===== config.mk =====
export PLATFORM = sky130hd
export DESIGN_NAME = req_fifo
export DESIGN_NICKNAME = d
export VERILOG_FILES = /design/src/common/banked_mem_pkg.sv /design/src/banked_mem/req_fifo.sv
export SDC_FILE = /design/constraint.sdc
export NUM_CORES = 1
export LEC_CHECK = 0
export BUFFER_PORTS_ARGS = -buffer_cell sky130_fd_sc_hd__buf_4
export CORE_UTILIZATION = 51
export CTS_BUF_LIST = sky130_fd_sc_hd__clkbuf_4 sky130_fd_sc_hd__clkbuf_8
export DETAILED_ROUTE_END_ITERATION = 10
export PLACE_DENSITY = 0.72
export SYNTH_ARGS = -nofsm -noshare
export SYNTH_HDL_FRONTEND = slang
export SYNTH_SLANG_ARGS = --single-unit

===== constraint.sdc =====
create_clock -name itf -period 4.75 [get_ports itf]
set_clock_uncertainty 0.15 [all_clocks]
set_input_delay 0.7125 -clock itf [delete_from_list [all_inputs] [get_ports itf]]
set_output_delay 0.7125 -clock itf [all_outputs]
set_load 0.01 [all_outputs]

===== src/common/banked_mem_pkg.sv =====
// ==============================
// shared types and constants for the banked memory
// address layout is {row, bank, col, offset}
// all timing values are in itf cycles
// ==============================

package banked_mem_pkg;

    // address fields
    localparam int OFFSET_W = 3;
    localparam int COL_W    = 3;
    localparam int BANK_W   = 2;
    localparam int ROW_W    = 4;
    localparam int ADDR_W   = OFFSET_W + COL_W + BANK_W + ROW_W;

    localparam int COL_LSB  = OFFSET_W;
    localparam int BANK_LSB = OFFSET_W + COL_W;      // bit 0 picks the group
    localparam int ROW_LSB  = BANK_LSB + BANK_W;

    // data and banks
    localparam int DATA_W      = 64;
    localparam int NUM_BANKS   = 2 ** BANK_W;
    localparam int GROUP_BANKS = NUM_BANKS / 2;
    localparam int LBANK_W     = $clog2(GROUP_BANKS);

    // timing
    localparam int T_RCD = 2;
    localparam int T_CL  = 2;
    localparam int T_WR  = 1;
    localparam int T_RP  = 2;
    localparam int T_RAS = 4;

    // wide enough for the largest timing value
    localparam int CNT_W = 3;

    // request queue
    localparam int FIFO_DEPTH = 4;
    localparam int FIFO_PTR_W = $clog2(FIFO_DEPTH);

    typedef struct packed {
        logic [ADDR_W-1:0] addr;
        logic [DATA_W-1:0] wdata;
        logic              read;     // 0 means write
    } mem_req_t;

    typedef struct packed {
        logic [ADDR_W-1:0] raddr;
        logic [DATA_W-1:0] rdata;
    } mem_rsp_t;

    typedef enum logic [2:0] {
        IDLE,
        PRECHARGE,
        ACTIVATE,
        ACCESS,
        COMPLETE
    } bank_state_e;

endpackage


===== src/banked_mem/req_fifo.sv =====
// ==============================
// request queue for one bank group
// head is valid while nonempty is high
// space says two or more entries are free
// ==============================

`timescale 1ns/1ps

module req_fifo (
    input  logic                     itf,
    input  logic                     arst_n,
    input  logic                     push,
    input  banked_mem_pkg::mem_req_t push_req,
    input  logic                     pop,
    output banked_mem_pkg::mem_req_t head,
    output logic                     nonempty,
    output logic                     space
);

    import banked_mem_pkg::*;

    mem_req_t              entries [FIFO_DEPTH];
    logic [FIFO_PTR_W-1:0] wr_ptr;
    logic [FIFO_PTR_W-1:0] rd_ptr;
    logic [FIFO_PTR_W:0]   count;

    always_ff @(posedge itf or negedge arst_n) begin
        if (!arst_n) begin
            wr_ptr <= '0;
            rd_ptr <= '0;
            count  <= '0;
        end else begin
            if (push) begin
                wr_ptr <= wr_ptr + 1'b1;    // wraps at depth
            end
            if (pop) begin
                rd_ptr <= rd_ptr + 1'b1;
            end
            case ({push, pop})
                2'b10:   count <= count + 1'b1;
                2'b01:   count <= count - 1'b1;
                default: count <= count;
            endcase
        end
    end

    always_ff @(posedge itf) begin
        if (push) begin
            entries[wr_ptr] <= push_req;
        end
    end

    assign head     = entries[rd_ptr];
    assign nonempty = (count != '0);
    // margin of one entry covers the registered ready
    assign space    = (count <= (FIFO_PTR_W + 1)'(FIFO_DEPTH - 2));

endmodule


==> impl_results.md <==
- # IOs: 160
- Fin Setup TNS: 0 ns
- Core Area: 0.0220 mm2
- Avg Inst Size Synth: between 20 and 30 um2
- Port-buffer cells: 159
- CTS clk-pin slew, worst paths: 0.06 ns
- Synth Register Bits: between 300 and 400
- Netlist cell types: 19
- Overall routing resource usage: 0.187
- Wire per inst: 21.7 um
- CTS buffer count: slightly below 50
- RSZ-0062 raised after global routing: false
- Rows: 54
- Synth top area cells: edfxtp_1 (80%), mux4_2 (15%), dfrtp_1 (1.5%)
- TritonCTS clock tree: done
- DR pass1 iterations: 7
- Ys async rst share: 0.0222
- Mapped Nets: 527
- Final hold slack: 0.209 ns
- Total grt overflow: 0
- Syn Inst Count: 440
- Lkg Pwr: roughly 0.0048 uW
- Reg2reg start: wr_ptr[0]
- Metal2 WL: 10.8 mm
- Top-count cell post-synth: edfxtp_1
- Fin. max-slew vios: 0
- Detail Placement HPWL: around 12 mm
- MaxCap Viol Count: 0
- Vias: 5,196
- Post-Syn Area: 0.0115 mm2
- Cts repair resizes: 0
- Fraction of layout cells with a size suffix above 1: 0.481
- CP max FO: 47
- Setup-failing EPs final: 0
- Clk_lat worst skew: 0.54 ns
- Top Layer Used: met4
- Routed Antenna Nets: 0
- Initial antenna violation count: 0
- GPL Wtd Cong: 0.674
- Wirelength, routed: 20.7 mm
- HP Class: in2reg
- R2r setup slk: 2.37 ns
- Die area: between 0.02 and 0.025 mm2
- Final hold viol count: 0
- Sequential fraction of the synthesis area: 0.819
- CP arrival: 2.76 ns
- Die Wd: 152 um
- Dpl cells: 866
- Synth cell count leaders: edfxtp_1 (308), mux4_2 (77), buf_2 (7), dfrtp_1 (7), inv_1 (6)
- Max stage delay on crit path: between 1 and 1.5 ns
- Post-synth EDFFs: between 300 and 400
- First-pass GRT wire length: 32.4 mm
- CP top delay family: flip-flops
- Worst vdd ir: 0.722 mV
- Area delta synth->final: 21.2%
- Ant diodes: 0
- Fmax: 0.276 GHz
- Starting Density: 0.524
- Synth top area share: 0.804
- Largest net degree at the start of global routing: 79
- PD cells: approximately 600 mW/mm2
- Setup crit start kind: flop
- Hold Crit Start: push_req[1]
- Die span in y: between 150 and 200 um
- Synthesis warning total: 0
- # clock sinks: 315
- Final std cells w/o fill: between 900 and 1,000
- Max Buffers Root-to-Sink: 3
- Crit. End Element: output port
- Tcrit/Tclk final: 0.763
- Worst slew pin tran: 1.20 ns
- WL met1: 8.34 mm
- Max-slew headroom: 0.197
- Minimum clock period: ~3.6 ns
- Clock root cell: clkbuf_8
- CTS H-Tree Depth: 2
- WL met3: 1.26 mm
- Top FF cell, synth: edfxtp_1
- Status: finished with violations
- # nets final: 725
- Yosys top cell by area: edfxtp_1
- CP Launch Point: rd_ptr[0]
- Vias in the first global route: 5,857
- Vias/cell: 5.45
- Critical Path RT: 3.89 ns
- CP max-delay cell: dfrtp_4
- # DRC: 10
- CP bufs+invs: 2
- Worst-path cell chain: buf_12, mux4_2, buf_4
- Critical path class: reg2out
- Initial DRC Count: ~270
- Failing checks: DRC
==> logic make-up after synthesis <==
logic type	Yosys count	synth area share
DFF	315	0.819
AOI/OAI and AO/OA	3	0.00130
buffers and inverters	24	0.0134
xor gates and xnor gates	6	0.00457
and+or+nand+nor	9	0.00402
adders and majority gates	6	0.00718
muxes	77	0.151
==> area by class of cell <==
| class | instances | area [um2] |
|---|---|---|
| fill | 1422 | 8010 |
| inverter | 6 | 22.5 |
| multi-input combinational | 101 | 1940 |
| tap | 280 | 350 |
| clock inverter | 23 | 130 |
| clock buffer | 64 | 825 |
| timing repair buffer | 165 | 1250 |
| sequential | 315 | 9430 |
==> placed cells by master, fill, tap and decap left out <==
cell type / instances
a21oi_1: 1
nor2_1: 1
dfrtp_4: 2
dfrtp_1: 5
buf_12: 1
edfxtp_1: 308
mux4_2: 77
buf_4: 163
clkinv_1: 10
fa_1: 1
ha_1: 5
clkbuf_8: 55
xnor2_1: 2
and2_4: 4
or3_1: 1
clkbuf_4: 9
clkinvlp_4: 1
inv_1: 6
dlygate4sd3_1: 1
clkinv_2: 11
bufinv_16: 1
xor2_1: 4
nand2_1: 3
o21ai_0: 2
==> worst paths after layout <==
path | end | cells past startpoint
min | entries[2][1] | 1
max reg2reg | entries[2][40] | 4
max | head[64] | 3
max in group asynchronous | rd_ptr[0] | 2
min reg2reg | count[2] | 1
min in group asynchronous | wr_ptr[0] | 2
==> layer usage <==
layer  track usage  vias up
met2         0.321      144
li1              -     2287
met4        0.0598        0
met5             0        -
met1         0.230     2738
met3        0.0526       27
==> registers in the layout, summed over array words and instances (netlist names) <==
name / count
entries: 308
count: 3
rd_ptr: 2
wr_ptr: 2
==> worst register-to-register path, stage by stage, from the launching register on <==
cell	delay [ns]
dfrtp_1	0.42
inv_1	0.10
ha_1	0.15
and2_4	0.72
buf_4	0.48
==> metrics by stage <==
| stage | util | area, um2 | total power (uW) | setup WS, ns |
|---|---|---|---|---|
| 2_1_floorplan | - | 11500 | 5420 | 1.65 |
| 3_3_place_gp | 0.592 | 13000 | 6460 | 1.60 |
| 3_5_place_dp | 0.592 | 13000 | 6530 | 1.59 |
| 4_1_cts | 0.635 | 14000 | 8710 | 0.989 |
| 5_1_grt | 0.635 | 14000 | 8980 | 0.904 |
| 6_report | 0.635 | 14000 | 8570 | 1.12 |
==> where the power goes <==
group | leakage (uW) | total [uW] | internal, uW | switching (uW)
logic | 0.00142 | 2380 | 1320 | 1060
registers | 0.00291 | 4020 | 3640 | 383
clock network | 0.000510 | 2170 | 1180 | 985
==> what timing repair did <==
item	CTS	global route
buffers inserted	0	0
hold buffers	1	0
endpoints found under the hold margin	7	0
(Power assumes the default switching activity.)
