===== src/common/banked_mem_pkg.sv =====
// ==============================
// shared types and constants for the banked memory
// address layout is {row, bank, col, offset}
// all timing values are in itf cycles
// ==============================

package banked_mem_pkg;

    // address fields
    localparam int OFFSET_W = 3;
    localparam int COL_W    = 3;
    localparam int BANK_W   = 2;
    localparam int ROW_W    = 4;
    localparam int ADDR_W   = OFFSET_W + COL_W + BANK_W + ROW_W;

    localparam int COL_LSB  = OFFSET_W;
    localparam int BANK_LSB = OFFSET_W + COL_W;      // bit 0 picks the group
    localparam int ROW_LSB  = BANK_LSB + BANK_W;

    // data and banks
    localparam int DATA_W      = 64;
    localparam int NUM_BANKS   = 2 ** BANK_W;
    localparam int GROUP_BANKS = NUM_BANKS / 2;
    localparam int LBANK_W     = $clog2(GROUP_BANKS);

    // timing
    localparam int T_RCD = 2;
    localparam int T_CL  = 2;
    localparam int T_WR  = 1;
    localparam int T_RP  = 2;
    localparam int T_RAS = 4;

    // wide enough for the largest timing value
    localparam int CNT_W = 3;

    // request queue
    localparam int FIFO_DEPTH = 4;
    localparam int FIFO_PTR_W = $clog2(FIFO_DEPTH);

    typedef struct packed {
        logic [ADDR_W-1:0] addr;
        logic [DATA_W-1:0] wdata;
        logic              read;     // 0 means write
    } mem_req_t;

    typedef struct packed {
        logic [ADDR_W-1:0] raddr;
        logic [DATA_W-1:0] rdata;
    } mem_rsp_t;

    typedef enum logic [2:0] {
        IDLE,
        PRECHARGE,
        ACTIVATE,
        ACCESS,
        COMPLETE
    } bank_state_e;

endpackage


===== src/banked_mem/rsp_merge.sv =====
// ==============================
// joins both engines' read results into one stream
// group a wins a tie, group b waits one cycle in the skid slot
// ==============================

`timescale 1ns/1ps

module rsp_merge (
    input  logic                             itf,
    input  logic                             arst_n,
    input  logic                             rsp_valid_a,
    input  banked_mem_pkg::mem_rsp_t         rsp_a,
    input  logic                             rsp_valid_b,
    input  banked_mem_pkg::mem_rsp_t         rsp_b,
    output logic                             rvalid,
    output logic [banked_mem_pkg::ADDR_W-1:0] raddr,
    output logic [banked_mem_pkg::DATA_W-1:0] rdata
);

    import banked_mem_pkg::*;

    logic     skid_valid;
    mem_rsp_t skid;
    mem_rsp_t out_rsp;

    logic     out_valid_d;
    mem_rsp_t out_d;
    logic     skid_valid_d;
    mem_rsp_t skid_d;

    always_comb begin
        out_valid_d  = 1'b0;
        out_d        = rsp_a;
        skid_valid_d = 1'b0;
        skid_d       = rsp_b;
        if (skid_valid) begin
            // older entry first, a new one takes the slot
            out_valid_d  = 1'b1;
            out_d        = skid;
            skid_valid_d = rsp_valid_a || rsp_valid_b;
            skid_d       = rsp_valid_a ? rsp_a : rsp_b;
        end else if (rsp_valid_a) begin
            out_valid_d  = 1'b1;
            skid_valid_d = rsp_valid_b;
        end else if (rsp_valid_b) begin
            out_valid_d = 1'b1;
            out_d       = rsp_b;
        end
    end

    always_ff @(posedge itf or negedge arst_n) begin
        if (!arst_n) begin
            rvalid     <= 1'b0;
            skid_valid <= 1'b0;
        end else begin
            rvalid     <= out_valid_d;
            skid_valid <= skid_valid_d;
        end
    end

    always_ff @(posedge itf) begin
        if (out_valid_d) begin
            out_rsp <= out_d;
        end
        if (skid_valid_d) begin
            skid <= skid_d;
        end
    end

    assign raddr = out_rsp.raddr;
    assign rdata = out_rsp.rdata;

endmodule


===== config.mk =====
export PLATFORM = sky130hd
export DESIGN_NAME = rsp_merge
export DESIGN_NICKNAME = d
export VERILOG_FILES = /design/src/common/banked_mem_pkg.sv /design/src/banked_mem/rsp_merge.sv
export SDC_FILE = /design/constraint.sdc
export NUM_CORES = 1
export LEC_CHECK = 0
export BUFFER_PORTS_ARGS = -buffer_cell sky130_fd_sc_hd__buf_2
export CAP_MARGIN = 20
export CORE_MARGIN = 3
export CORE_UTILIZATION = 35
export CTS_BUF_LIST = sky130_fd_sc_hd__clkbuf_4
export DETAILED_ROUTE_END_ITERATION = 6
export GPL_ROUTABILITY_DRIVEN = 1
export PLACE_DENSITY = 0.57
export SYNTH_ARGS = -nofsm -noshare
export SYNTH_HDL_FRONTEND = slang
export SYNTH_SLANG_ARGS = --single-unit
export TNS_END_PERCENT = 30

===== constraint.sdc =====
create_clock -name itf -period 4.1 [get_ports itf]
set_input_delay 0.205 -clock itf [delete_from_list [all_inputs] [get_ports itf]]
set_output_delay 0.205 -clock itf [all_outputs]
set_load 0.02 [all_outputs]

==> flow_metrics.py <==
metrics = {
    "status": {
        "status": "finished, final reports clean",
    },
    "timing": {
        "min_period_ps": 2910,
        "maxSlewHeadroom_pct": 29.8,
        "fmax_mhz": 343,
        "rsz0062_at_grt": "no",
        "skew_ps": 22.9,
        "tightest_slew_ps": 1050,
        "fin_crit_sh_pct": 71.0,
        "slew_violations": 0,
        "hold_violations": 0,
        "setup_viol": 0,
        "tns_ps": 0,
    },
    "yosys": {
        "syn_area_sq_um": 8000,
        "synth_mux_area_share_pct": 12.1,
        "async_flop_share_pct": 1.30,
        "synth_top_area_share_pct": 57.1,
        "yosys.area.top_type": "edfxtp_1",
        "synth-compound-area-share_pct": 8.38,
        "yosys_warnings": 0,
        "syn_area_per_cell_sq_um": 13.4,
        "synth_adder_area_share_pct": 0,
        "synthXorXnorAreaFrac_pct": 0,
        "yosysMostFrequentCell": "edfxtp_1",
        "synth_cells": 597,
        "synth-simple-area-share_pct": 14.6,
        "seq_area_frac_synth_pct": 57.7,
        "synth_seq_cells": 154,
        "ys.flop_type": "edfxtp_1",
        "synth_area_leaders": "edfxtp_1 57%, nand4bb_1 11%, o311ai_1 8.3%",
        "post_synth_most_frequent_cells": "152 x edfxtp_1, 77 x nand2_1, 76 x inv_1, 76 x nand4bb_1, 76 x o311ai_1",
        "postSynthNetCount": 753,
        "synth_edf_count": 152,
        "synthDistinctLibCells": 16,
        "synth_top_family_by_area": "simple AND/OR/NAND/NOR gates",
    },
    "global_routing": {
        "grt-ovfl-total": 0,
        "grt_pass1_wl_um": 36400,
        "grtUsageMet1_pct": 24.5,
        "grt_use_total_pct": 18.8,
        "grt_pass1_vias": 6937,
        "top_usage_layer": "met2",
        "grt_max_degree": 124,
        "grt_util_met2_pct": 31.8,
        "grt_use_met3_pct": 4.40,
        "antenna_found_initial": 0,
    },
    "worst_hold_path": {
        "hp-class": "primary input to flop",
    },
    "cts": {
        "clk_pin_slew_ps": 140,
        "tritoncts": "yes",
        "cts_root_buf": "clkbuf_4",
        "clock_sinks": 154,
        "clock_latency_ps": 540,
        "cts_buffers": 17,
        "htreeDepth": 4,
        "clock_path_buffers": 2,
    },
    "final_layout": {
        "final_nets": 1162,
        "fillers": 1911,
        "final_util_pct": 52.9,
        "multi_input_area_sq_um": 2820,
        "ff_latch_area_sq_um": 4620,
        "layout-drive-gt1-share_pct": 30.0,
        "antenna_cells": 0,
        "syn_to_final_growth_pct": 46.5,
    },
    "route": {
        "postRouteAntennaNets": 0,
        "drcViolationCount": 0,
        "drtIter0Drc": 333,
        "avgViaCountPerCell": 5.06,
        "drt_wl_total_um": 23400,
        "drt-pass1-iter-count": 4,
        "routedWlPerCell_um": 18.0,
        "vias": 6575,
    },
    "power": {
        "vdd_drop_max_uv": 182,
        "leakage_nw": 4.94,
        "power_density_nw_per_um2": 352,
    },
    "critical_path": {
        "critPathCaptureType": "flop",
        "cp-start-kind": "flop",
        "crit_required_ps": 4390,
        "critPathMaxFanout": 41,
        "crit_type": "flop to flop",
        "arrival_ps": 3210,
    },
    "flow_run": {
        "cap_violations": 0,
    },
    "floorplan": {
        "ios": 233,
        "coreArea_sq_um": 22200,
        "dieHeight_um": 157,
        "fp-row-count": 54,
        "initial_core_util_pct": 36.1,
        "die_w_um": 157,
        "dieArea_sq_um": 24700,
    },
    "place": {
        "dp_hpwl_um": 13300,
        "gp_congestion": 0.758,
        "numPortBuffers": 232,
    },
}
## stage by stage
stage | total power, mW | hold slack (ps) | setup WS [ps] | instance area (sq um) | instances
floorplan | 2.66 | -90.6 | 949 | 8000 | 597
global placement | 2.96 | 16.2 | 1510 | 9320 | 1058
detailed placement | 2.98 | 13.1 | 1460 | 9340 | 1059
CTS | 4.17 | 1.01 | 1120 | 11700 | 1296
global route | 4.34 | 1.31 | 1050 | 11700 | 1299
finish | 4.13 | 68.4 | 1190 | 11700 | 1299
## flip-flops by register name, summed over array words and instances (netlist names)
register    cells
rdata          64
raddr          12
skid_valid      1
skid           76
rvalid          1
## power by group
group | total (mW) | internal (mW) | switching (mW)
clock network | 0.993 | 0.432 | 0.561
logic | 1.08 | 0.512 | 0.565
registers | 2.06 | 2.00 | 0.0642
total | 4.13 | 2.94 | 1.19
## final timing paths
| path | from | slack [ps] | cells after the start | to |
|---|---|---|---|---|
| hold / removal | rsp_b[5] | 70 | 3 | rdata[5] |
| hold reg to reg | skid[58] | 540 | 2 | rdata[58] |
| setup reg to reg | skid_valid | 1190 | 4 | skid[6] |
| setup / recovery | skid_valid | 1190 | 4 | skid[6] |
| min in group asynchronous | arst_n | 540 | 3 | rvalid |
| max in group asynchronous | arst_n | 3390 | 3 | skid_valid |
## layout make-up
type	instances	share of cell area, %
Multi-Input combinational cell	309	24.1
Sequential cell	154	39.4
Timing Repair Buffer	448	28.6
Clock buffer	19	1.22
Inverter	76	2.43
Clock inverter	13	1.30
Tap cell	280	2.99
## kinds of logic after synthesis
logic type,Yosys count
multiplexers,76
flip-flops,154
AO/OA/AOI/OAI,77
AND/OR/NAND/NOR,156
buffers and inverters,134
## cell usage in the layout (no fill, tap or decap)
cell type / synthesis / layout
buf_2: 20 / 232
dlygate4sd3_1: 0 / 208
edfxtp_1: 152 / 152
inv_1: 76 / 76
nand4bb_1: 76 / 76
nand2_1: 77 / 76
o311ai_1: 76 / 76
mux2_1: 47 / 47
mux2_4: 29 / 29
clkbuf_4: 0 / 19
clkinv_2: 0 / 6
buf_4: 0 / 5
bufinv_16: 0 / 3
nand2_4: 1 / 2
clkinv_4: 0 / 2
clkinvlp_4: 0 / 2
buf_12: 0 / 2
nor2b_4: 0 / 1
o21ai_1: 1 / 1
or3_4: 0 / 1
buf_16: 0 / 1
dfrtp_1: 2 / 1
dfrtp_4: 0 / 1
## critical path, stage by stage, from the launching register on
cell and delay (ps):
dfrtp_4 530, nand2_4 450, buf_4 710, mux2_1 390, dlygate4sd3_1 570
## layer usage
metal	up-vias	routed length (um)
met4	0	279
met5	-	0
met3	17	1390
met1	3199	10400
li1	3117	-
met2	242	11300
## repair_timing
item | in CTS | in global routing
hold buffers | 205 | 3
buffers inserted | 0 | 0
gates resized for setup | 0 | 0
endpoints found under the hold margin | 141 | 3
(Power assumes the default switching activity.)
